**config.mk**
```make
export PLATFORM = sky130hd
export DESIGN_NAME = decodeStage
export DESIGN_NICKNAME = d
export VERILOG_FILES = /design/src/verilog/mipsPkg.sv /design/src/verilog/decodeStage.sv
export SDC_FILE = /design/constraint.sdc
export NUM_CORES = 1
export LEC_CHECK = 0
export ABC_AREA = 1
export BUFFER_PORTS_ARGS = -buffer_cell sky130_fd_sc_hd__buf_2
export CAP_MARGIN = 20
export CORE_AREA = 2 2 134 136
export DETAILED_ROUTE_END_ITERATION = 16
export DIE_AREA = 0 0 136 138
export GPL_ROUTABILITY_DRIVEN = 0
export GPL_TIMING_DRIVEN = 1
export PLACE_DENSITY = 0.69
export SYNTH_ARGS = -nofsm -noshare
export SYNTH_HDL_FRONTEND = slang
export SYNTH_SLANG_ARGS = --single-unit
```
**constraint.sdc**
```tcl
create_clock -name clk -period 3.55 [get_ports clk]
set_input_delay 0.5325 -clock clk [delete_from_list [all_inputs] [get_ports clk]]
set_output_delay 0.5325 -clock clk [all_outputs]
set_load 0.03 [all_outputs]
```
**src/verilog/mipsPkg.sv**
```systemverilog
package mipsPkg;

	// widths and sizes
	localparam int dataWidth = 32;
	localparam int regAddrWidth = 5;
	localparam int regCount = 32;
	localparam int dmemWords = 64;
	localparam int dmemIndexWidth = 6;

	localparam logic [regAddrWidth-1:0] linkReg = 5'd31;
	localparam logic [dataWidth-1:0] pcStep = 32'd4;

	// values after reset, a zero word is also the nop
	localparam logic [dataWidth-1:0] resetPc = '0;
	localparam logic [dataWidth-1:0] nopInstr = '0;

	// instruction field positions
	localparam int opMsb = 31;
	localparam int opLsb = 26;
	localparam int rsMsb = 25;
	localparam int rsLsb = 21;
	localparam int rtMsb = 20;
	localparam int rtLsb = 16;
	localparam int rdMsb = 15;
	localparam int rdLsb = 11;
	localparam int immMsb = 15;
	localparam int functMsb = 5;
	localparam int jumpIdxMsb = 25;

	typedef enum logic [5:0] {
		opRtype = 6'h00,
		opJ = 6'h02,
		opJal = 6'h03,
		opBeq = 6'h04,
		opAddi = 6'h08,
		opLw = 6'h23,
		opSw = 6'h2b
	} opcodeT;

	typedef enum logic [5:0] {
		fnAdd = 6'h20,
		fnSub = 6'h22,
		fnAnd = 6'h24,
		fnOr = 6'h25,
		fnSlt = 6'h2a
	} functT;

	typedef enum logic [2:0] {
		aluAnd = 3'b000,
		aluOr = 3'b001,
		aluAdd = 3'b010,
		aluSub = 3'b110,
		aluSlt = 3'b111
	} aluCtrlT;

	// source of the write-back word
	typedef enum logic [1:0] {
		wbAlu = 2'b00,
		wbMem = 2'b01,
		wbLink = 2'b10
	} wbSelT;

endpackage
```
**src/verilog/decodeStage.sv**
```systemverilog
`timescale 1ns/10ps

module decodeStage (
	input logic clk,
	input logic reset,
	// from fetch
	input logic [mipsPkg::dataWidth-1:0] idInstr,
	input logic [mipsPkg::dataWidth-1:0] idPcPlus4,
	// register file
	output logic [mipsPkg::regAddrWidth-1:0] rsAddr,
	output logic [mipsPkg::regAddrWidth-1:0] rtAddr,
	input logic [mipsPkg::dataWidth-1:0] rsData,
	input logic [mipsPkg::dataWidth-1:0] rtData,
	// pending destinations
	input logic [mipsPkg::regAddrWidth-1:0] exDest,
	input logic exRegWrite,
	input logic exMemRead,
	input logic [mipsPkg::regAddrWidth-1:0] memDest,
	input logic memRegWrite,
	// to fetch
	output logic stall,
	output logic redirect,
	output logic [mipsPkg::dataWidth-1:0] redirectPc,
	// decode/execute register
	output logic [mipsPkg::regAddrWidth-1:0] exRs,
	output logic [mipsPkg::regAddrWidth-1:0] exRt,
	output logic [mipsPkg::dataWidth-1:0] exRsVal,
	output logic [mipsPkg::dataWidth-1:0] exRtVal,
	output logic [mipsPkg::dataWidth-1:0] exImm,
	output logic [mipsPkg::dataWidth-1:0] exPcPlus4,
	output logic [mipsPkg::regAddrWidth-1:0] exRd,
	output mipsPkg::functT exFunct,
	output logic exAluSrc,
	output logic exIsRtype,
	output logic exIsLink,
	output logic exRegWriteOut,
	output logic exMemReadOut,
	output logic exMemWrite,
	output mipsPkg::wbSelT exWbSel
);

	mipsPkg::opcodeT opcode;
	mipsPkg::wbSelT wbSel;
	logic isRtype, isAddi, isLw, isSw, isBeq, isJ, isJal;
	logic usesRt;
	logic loadUse;
	logic branchWait;
	logic beqTaken;
	logic [mipsPkg::dataWidth-1:0] signImm;
	logic [mipsPkg::dataWidth-1:0] branchTarget;
	logic [mipsPkg::dataWidth-1:0] jumpTarget;

	assign opcode = mipsPkg::opcodeT'(idInstr[mipsPkg::opMsb:mipsPkg::opLsb]);
	assign rsAddr = idInstr[mipsPkg::rsMsb:mipsPkg::rsLsb];
	assign rtAddr = idInstr[mipsPkg::rtMsb:mipsPkg::rtLsb];

	//////////////////////////////////////////////////
	// control decode
	//////////////////////////////////////////////////
	always_comb begin
		isRtype = 1'b0;
		isAddi = 1'b0;
		isLw = 1'b0;
		isSw = 1'b0;
		isBeq = 1'b0;
		isJ = 1'b0;
		isJal = 1'b0;
		case (opcode)
			mipsPkg::opRtype: isRtype = 1'b1;
			mipsPkg::opAddi: isAddi = 1'b1;
			mipsPkg::opLw: isLw = 1'b1;
			mipsPkg::opSw: isSw = 1'b1;
			mipsPkg::opBeq: isBeq = 1'b1;
			mipsPkg::opJ: isJ = 1'b1;
			mipsPkg::opJal: isJal = 1'b1;
			// unknown opcode runs as a bubble
			default: isRtype = 1'b0;
		endcase
	end

	always_comb begin
		if (isLw) begin
			wbSel = mipsPkg::wbMem;
		end else if (isJal) begin
			wbSel = mipsPkg::wbLink;
		end else begin
			wbSel = mipsPkg::wbAlu;
		end
	end

	//////////////////////////////////////////////////
	// hazards and next pc
	//////////////////////////////////////////////////
	// rt is a source only for R-type, sw and beq
	assign usesRt = isRtype || isSw || isBeq;

	assign loadUse = exMemRead && (exDest != '0) &&
		(exDest == rsAddr || (usesRt && exDest == rtAddr));

	// beq compares here without forwarding, so wait out both later stages
	assign branchWait = isBeq && (
		(exRegWrite && exDest != '0 && (exDest == rsAddr || exDest == rtAddr)) ||
		(memRegWrite && memDest != '0 && (memDest == rsAddr || memDest == rtAddr)));

	assign stall = loadUse || branchWait;

	assign signImm = {{(mipsPkg::dataWidth-mipsPkg::immMsb-1){idInstr[mipsPkg::immMsb]}},
		idInstr[mipsPkg::immMsb:0]};
	assign branchTarget = idPcPlus4 + {signImm[mipsPkg::dataWidth-3:0], 2'b00};
	assign jumpTarget = {idPcPlus4[mipsPkg::dataWidth-1:mipsPkg::dataWidth-4],
		idInstr[mipsPkg::jumpIdxMsb:0], 2'b00};

	assign beqTaken = isBeq && (rsData == rtData);
	assign redirect = !stall && (beqTaken || isJ || isJal);
	assign redirectPc = beqTaken ? branchTarget : jumpTarget;

	//////////////////////////////////////////////////
	// decode/execute register
	//////////////////////////////////////////////////
	// a stall leaves a bubble behind in execute
	always_ff @(posedge clk or negedge reset) begin
		if (!reset) begin
			exAluSrc <= 1'b0;
			exIsRtype <= 1'b0;
			exIsLink <= 1'b0;
			exRegWriteOut <= 1'b0;
			exMemReadOut <= 1'b0;
			exMemWrite <= 1'b0;
			exWbSel <= mipsPkg::wbAlu;
		end else begin
			exAluSrc <= !stall && (isAddi || isLw || isSw);
			exIsRtype <= !stall && isRtype;
			exIsLink <= !stall && isJal;
			exRegWriteOut <= !stall && (isRtype || isAddi || isLw || isJal);
			exMemReadOut <= !stall && isLw;
			exMemWrite <= !stall && isSw;
			exWbSel <= stall ? mipsPkg::wbAlu : wbSel;
		end
	end

	always_ff @(posedge clk) begin
		exRs <= rsAddr;
		exRt <= rtAddr;
		exRd <= idInstr[mipsPkg::rdMsb:mipsPkg::rdLsb];
		exRsVal <= rsData;
		exRtVal <= rtData;
		exImm <= signImm;
		exPcPlus4 <= idPcPlus4;
		exFunct <= mipsPkg::functT'(idInstr[mipsPkg::functMsb:0]);
	end

endmodule

```
==> Word level (Yosys, flattened, before mapping) <==
Index checks and enable logic that the tools add are counted.
{ "word_totals": {"ff_bits": 141, "out_inout_bits": 201, "elab_cells": 72} }
{ "classes": {"addsub": 1, "eq_ne": 11, "muxes": 11, "n_reduce_logical": 34} }
{ "ops": {"columns": ["cell", "count"], "rows": [
  ["32-bit adder", 1],
  ["32-bit equality test", 1],
  ["32-bit two-way mux", 1],
  ["5-bit equality test", 4],
  ["1-bit logical AND", 16],
  ["1-bit logical OR", 14],
  ["6-bit by 2-bit equality test with 1-bit output, second input constant", 2],
  ["6-bit equality test, second input constant", 2],
  ["5-bit nonzero test", 2],
  ["1-bit two-way mux", 7],
  ["6-bit by 3-bit equality test with 1-bit output, second input constant", 1],
  ["6-bit by 4-bit equality test with 1-bit output, second input constant", 1],
  ["6-bit zero test", 1],
  ["2-bit two-way mux", 3],
  ["1-bit zero test", 1]
]} }

==> Depth between registers and ports, before layout <==
Gate-level depths: netlist of the first run.
{ "logic_depth": {"depth_word": 10, "ltp_mapped": 14, "mapped_depth_nobuf": 14} }

==> Worst setup path before layout of the first run <==
OpenSTA, ideal clock, no wires.
{ "synth_timing": {"path_kind": "input to output", "startpoint": "input port idInstr[0] in the netlist's numbering", "endpoint": "output port redirectPc[14] in the netlist's numbering", "arrival_ns": 2.225, "required_ns": 3.017, "path_slack_ns": 0.793, "path_stages": 8, "cell_sequence": "ha_1 -> fa_1 -> nand3_1 -> nand3_1 -> nand3_1 -> nand3b_1 -> xnor2_1 -> o21ai_1"} }
{ "synth_between": {"elab_chain_cells": 2} }
{ "synth_rtl": {"columns": ["element", "line_no", "text"], "rows": [
  ["start: declaration", "decodeStage.sv:7", "input logic [mipsPkg::dataWidth-1:0] idInstr,"],
  ["32-bit adder", "decodeStage.sv:109", "assign branchTarget = idPcPlus4 + {signImm[mipsPkg::dataWidth-3:0], 2'b00};"],
  ["32-bit two-way mux", "decodeStage.sv:115", "assign redirectPc = beqTaken ? branchTarget : jumpTarget;"],
  ["end: declaration", "decodeStage.sv:23", "output logic [mipsPkg::dataWidth-1:0] redirectPc,"]
]} }
Every way passes these cells.

==> Worst setup path in the final report of the first run <==
{ "layout_timing": {"startpoint": "input port idInstr[0] in the netlist's numbering", "endpoint": "output port redirectPc[18] in the netlist's numbering"} }
The elaborated chain is that of the path after synthesis.

==> results of run 1 <==
-- per-stage QoR --
stage	setup slack [ns]	cells	utilization	hold slack, ns
floorplan	0.793	915	-	0.237
global placement	0.451	1447	0.473	0.367
detailed placement	0.390	1447	0.473	0.368
CTS	0.370	1480	0.507	0.207
global route	0.202	1482	0.507	0.209
finish	0.380	1482	0.507	0.216
-- placed cells by master (no fill, tap or decap), drive strengths merged --
| cell | instances |
|---|---|
| ha | 29 |
| dfxtp | 122 |
| inv | 134 |
| xnor2 | 42 |
| o21ai | 19 |
| and2 | 5 |
| nand3 | 57 |
| diode | 2 |
| o21a | 1 |
| nand3b | 5 |
| a21oi | 20 |
| and3 | 2 |
| clkinv | 4 |
| nand2 | 313 |
| buf | 346 |
| nand4 | 17 |
| dfrtp | 7 |
| nor3 | 5 |
| nor2 | 84 |
| xor2 | 15 |
| fa | 1 |
| clkinvlp | 3 |
| dlygate4sd3 | 1 |
| a21o | 1 |
| or2 | 1 |
| clkbuf | 17 |
-- cell type report --
cell class                      count  area share
Timing Repair Buffer              347       0.197
Tap cell                          229      0.0322
Antenna cell                        2    0.000563
Clock buffer                       17      0.0479
Multi-Input combinational cell    617       0.357
Clock inverter                     15      0.0183
Sequential cell                   129       0.294
Inverter                          126      0.0532
-- worst max path at each step --
stage / from / endpoint / slack, ns / cells past startpoint
6_report: idInstr[0] / redirectPc[18] / 0.38 / 11
3_5_place_dp: idInstr[0] / redirectPc[18] / 0.39 / 11
2_1_floorplan: idInstr[0] / redirectPc[14] / 0.79 / 8
3_3_place_gp: idInstr[0] / redirectPc[18] / 0.45 / 11
5_1_grt: idInstr[0] / redirectPc[18] / 0.20 / 11
4_1_cts: idInstr[0] / redirectPc[18] / 0.37 / 11
-- what timing repair did --
action | CTS | global route
hold buffers | 1 | 0
endpoints found under the hold margin | 7 | 0
gates resized for setup | 0 | 0
setup buffers | 0 | 0
-- sequential cells by signal (all words and copies together), names as in the netlist --
name and count:
exPcPlus4 32, exRsVal 32, exRtVal 32, exImm 7
exFunct 5, exRs 5, exRt 5, exRd 4
exWbSel 2, exAluSrc 1, exIsLink 1, exIsRtype 1
exMemWrite 1, exRegWriteOut 1
-- kinds of logic (layout without fill, tap and decap cells) --
group / Yosys count / count (layout)
and+or+nand+nor: 489 / 489
adders and majority gates: 30 / 30
xor gates and xnor gates: 57 / 57
buffers and inverters: 169 / 505
AOI/OAI and AO/OA: 41 / 41
DFF: 129 / 129
other: 0 / 2
-- routing by layer --
metal  wire length [µm]  vias to the layer above  global-route usage
met5                 13                        -                   0
met4                616                        2              0.0954
met3               1340                       44              0.0539
met2              11300                      226               0.422
met1               8520                     2951               0.247
li1                   -                     3432                   -
-- report_power, final --
group	internal, mW	switching [mW]	leakage (nW)
Combinational	0.315	0.664	3.61
Clock	0.940	0.791	0.279
Sequential	1.52	0.0217	1.13
==> impl_metrics.py, run 1 <==
metrics = {
    "status": {
        "outcome": "completed",
    },
    "synthesis": {
        "synth_edf_count": 0,
        "yosys.area_share.simple": 0.309,
        "yosysSeqAreaShare": 0.396,
        "syn_area_per_cell_um2": 7.22,
        "synthFlopType": "dfxtp_1",
        "synth-compound-area-share": 0.0375,
        "yosysTopAreaCellShare": 0.370,
        "syn_area_um2": 6600,
        "yosysTopAreaCell": "dfxtp_1",
        "synth.area.mux_share": 0,
        "ys_ff_latch": 129,
        "yosysMostFrequentCell": "nand2_1",
        "async_flop_share": 0.0543,
        "synth_adder_area_share": 0.0580,
        "syn_inst": 915,
        "synth_area_leaders": "dfxtp_1, nand2_1, inv_1, xnor2_1, ha_1",
        "synth.top_cells.by_count": "nand2_1, inv_1, dfxtp_1",
        "syn-num-nets": 1088,
        "synth_top_family_by_area": "simple AND/OR/NAND/NOR gates",
        "synth_cell_types": 30,
        "yosys_warnings": 0,
        "synth-xor-area-share": 0.0756,
    },
    "die": {
        "die_h_um": 138,
        "die_w_um": 136,
        "floorplan.initialDensity": 0.377,
        "dieArea_um2": 18800,
        "rows": 49,
        "io_pins": 344,
        "core_um2": 17500,
    },
    "global_route": {
        "grt_pass1_vias": 6513,
        "grt_use_total": 0.229,
        "gr-total-overflow": 0,
        "grt_start_max_net_pins": 23,
        "grt_pass1_wl_um": 33100,
        "antenna_found_initial": 3,
    },
    "setup_path": {
        "max_stage_delay_ns": 0.47,
        "worst-path-buf-inv": 2,
        "arrival_ns": 2.64,
        "end_kind": "primary output",
        "critPathMaxFanout": 5,
        "crit_path_start_kind": "input port",
        "path_cells": "buf_2 > ha_1 > fa_1 > nand3_1 > nand3_1 > a21oi_1 > nor2_1 > o21ai_0 > nand3_1 > nand2_1 > buf_2",
        "path_class": "input port to primary output",
        "crit_family": "adder cells",
        "required_ns": 3.02,
        "crit_top_cell": "nand3_1",
        "critPathSlowestCell": "fa_1",
    },
    "timing": {
        "slew_violations": 0,
        "tns_ns": 0,
        "finalCriticalPeriod_ns": 3.17,
        "finalSetupViolations": 0,
        "period_share": 0.893,
        "hold_viol_final": 0,
        "rsz0062_at_grt": "false",
        "max_freq_ghz": 0.315,
        "tightest_slew_ns": 0.484,
        "slew-limit-headroom": 0.677,
    },
    "place": {
        "dp_hpwl_um": 18100,
        "placed_cell_area_um2": 8290,
        "placement.io_buffers": 343,
    },
    "power_and_ir_drop": {
        "peakVddDrop_uv": 334,
        "leakage_nw": 5.01,
        "p_total_mw": 4.25,
        "p_per_area_nw_per_um2": 479,
    },
    "routing": {
        "drc": 0,
        "dr.pass1.iters": 5,
        "via_per_inst": 4.49,
        "dr.first_iter.drc_count": 390,
        "drtAntennaViolNets": 0,
        "post_drt_wl_per_cell_um": 14.7,
        "vias": 6655,
        "wl_um": 21700,
    },
    "layout": {
        "regArea_um2": 2620,
        "fillCellCount": 1741,
        "fin_area_um2": 8890,
        "syn_to_final_growth_pct": 34.6,
        "fin_nets": 1411,
        "drive_gt1_frac": 0.318,
        "multi_input_area_um2": 3170,
    },
    "clock_network": {
        "clockBufferDepth": 2,
        "clock_sinks": 129,
        "ctsRootBufferMaster": "clkbuf_16",
        "numCtsBuffers": 17,
        "clk_pin_slew_ns": 0.07,
        "tritoncts": "built",
        "htree_levels": 4,
    },
    "worst_hold_path": {
        "hold_path_class": "input port to flip-flop",
        "hold_path_depth": 1,
        "holdPathEnd": "exPcPlus4[19]",
        "min_from": "idPcPlus4[19]",
    },
    "flow_run": {
        "maxCapViolCount": 0,
    },
}
No activity file was read; power rests on OpenSTA's default activity.
==> run 2: changes to the inputs <==
- clock period: 3.55 -> 4.1 ns (I/O delays scaled with it)
==> run 2 against run 1 <==
Against the previous run: sequential power decreased by 13%; clock-buffer cell count unchanged; power decreased by 13%; hold slack improved by 0.084 ns; design area decreased by 0.17%; critical path depth decreased by 2; sequential share of layout area about the same; via count increased by 2.0%.
==> impl_metrics.py, run 2 (synthesis gave the netlist of run 1 again) <==
metrics = {
    "timing": {
        "tns_ns": 0,
        "slew_violations": 0,
        "finalCriticalPeriod_ns": 3.34,
        "tightest_slew_ns": 0.595,
        "slew-limit-headroom": 0.603,
        "max_freq_ghz": 0.300,
        "rsz0062_at_grt": "false",
        "period_share": 0.814,
        "setup_slack_ns": 0.762,
        "finalSetupViolations": 0,
        "hold_viol_final": 0,
    },
    "layout": {
        "reg_top3": "exPcPlus4 (32), exRsVal (32), exRtVal (32)",
        "final_common_cell": "buf_2",
        "mostFrequentLayoutCells": "buf_2, nand2_1, inv_1",
        "fin_nets": 1408,
        "syn_to_final_growth_pct": 34.4,
        "drive_gt1_frac": 0.317,
    },
    "power_and_ir_drop": {
        "leakage_nw": 5.00,
        "p_comb_frac": 0.230,
        "peakVddDrop_uv": 272,
        "p_per_area_nw_per_um2": 418,
        "seq_power_share": 0.361,
        "power_switching_mw": 1.30,
        "switching_share": 0.351,
        "p_clk_frac": 0.409,
        "p_int_mw": 2.41,
    },
    "routing": {
        "drc": 0,
        "dr.first_iter.drc_count": 355,
        "dr.pass1.iters": 8,
        "vias": 6788,
        "via_per_inst": 4.58,
        "drtAntennaViolNets": 0,
        "wl_um": 22300,
        "post_drt_wl_per_cell_um": 15.0,
    },
    "global_route": {
        "grt_start_max_net_pins": 44,
        "grt_use_total": 0.232,
        "grt_pass1_wl_um": 33400,
        "grt_pass1_vias": 6392,
        "gr-total-overflow": 0,
        "antenna_found_initial": 6,
    },
    "setup_path": {
        "end_kind": "primary output",
        "path_class": "input port to primary output",
        "crit_path_start_kind": "input port",
        "critPathMaxFanout": 43,
        "arrival_ns": 2.72,
        "required_ns": 3.48,
    },
    "clock_network": {
        "clk_pin_slew_ns": 0.08,
        "clockBufferDepth": 2,
        "numCtsBuffers": 17,
        "ctsRootBufferMaster": "clkbuf_16",
        "clock_sinks": 129,
        "post_cts_resize_count": 0,
        "post-cts-setup-buffers": 0,
        "postCtsHoldBufs": 1,
        "tritoncts": "built",
        "htree_levels": 4,
    },
    "place": {
        "dp_slack_ns": 0.728,
        "placement.io_buffers": 343,
        "dp_hpwl_um": 18400,
    },
    "status": {
        "outcome": "completed",
    },
    "die": {
        "die_w_um": 136,
        "floorplan.initialDensity": 0.377,
        "core_um2": 17500,
        "io_pins": 344,
        "dieArea_um2": 18800,
        "rows": 49,
        "die_h_um": 138,
    },
    "worst_hold_path": {
        "hold_path_class": "input port to flip-flop",
    },
    "flow_run": {
        "maxCapViolCount": 0,
    },
}
## run 2: final cells by class
type / count / area (µm²)
tap: 229 / 287
inverter: 126 / 473
antenna: 5 / 12.5
sequential: 129 / 2620
timing repair buffer: 344 / 1730
multi-input combinational: 617 / 3170
clock inverter: 15 / 163
clock buffer: 17 / 425
fill: 1731 / 8660
## run 2: worst paths after layout
kind	from	to	slack, ns	cells after the start
worst max-delay path	rtData[8]	redirectPc[14]	0.76	9
min in group asynchronous	reset	exIsRtype	0.53	2
worst min-delay path	idPcPlus4[19]	exPcPlus4[19]	0.30	1
max in group asynchronous	reset	exRegWriteOut	3.39	2
## run 2: metrics by stage
stage	power, mW	area, µm²	util	std cells	hold slack [ns]
after floorplan	1.93	6600	-	915	0.319
after global placement	2.21	8260	0.471	1444	0.451
after detailed placement	2.21	8260	0.471	1444	0.452
after CTS	3.74	8860	0.505	1477	0.285
after global routing	3.88	8870	0.506	1482	0.291
final	3.71	8870	0.506	1482	0.300
## run 2: routing by layer
metal	global-route usage	routed length, µm	part of all wire
met5	0	15	0.00067
met3	0.0528	1450	0.065
met4	0.100	541	0.024
met2	0.421	11600	0.52
met1	0.256	8650	0.39
## run 2: power groups by stage
| stage | Clock (mW) | Sequential [mW] | Combinational, mW |
|---|---|---|---|
| global placement | 0 | 1.36 | 0.841 |
| finish | 1.52 | 1.34 | 0.852 |
| CTS | 1.55 | 1.34 | 0.853 |
| global route | 1.61 | 1.34 | 0.928 |
| detailed placement | 0 | 1.37 | 0.847 |
| floorplan | 0 | 1.50 | 0.433 |
## run 2: worst max-delay path, cell delays in order
cell and delay (ns):
buf_2 0.11, xnor2_1 0.34, nand2_1 0.13, nor2_1 0.12, nand2_1 0.06, nor2_1 0.23, nand3_4 0.49, o21ai_1 0.35
buf_2 0.24
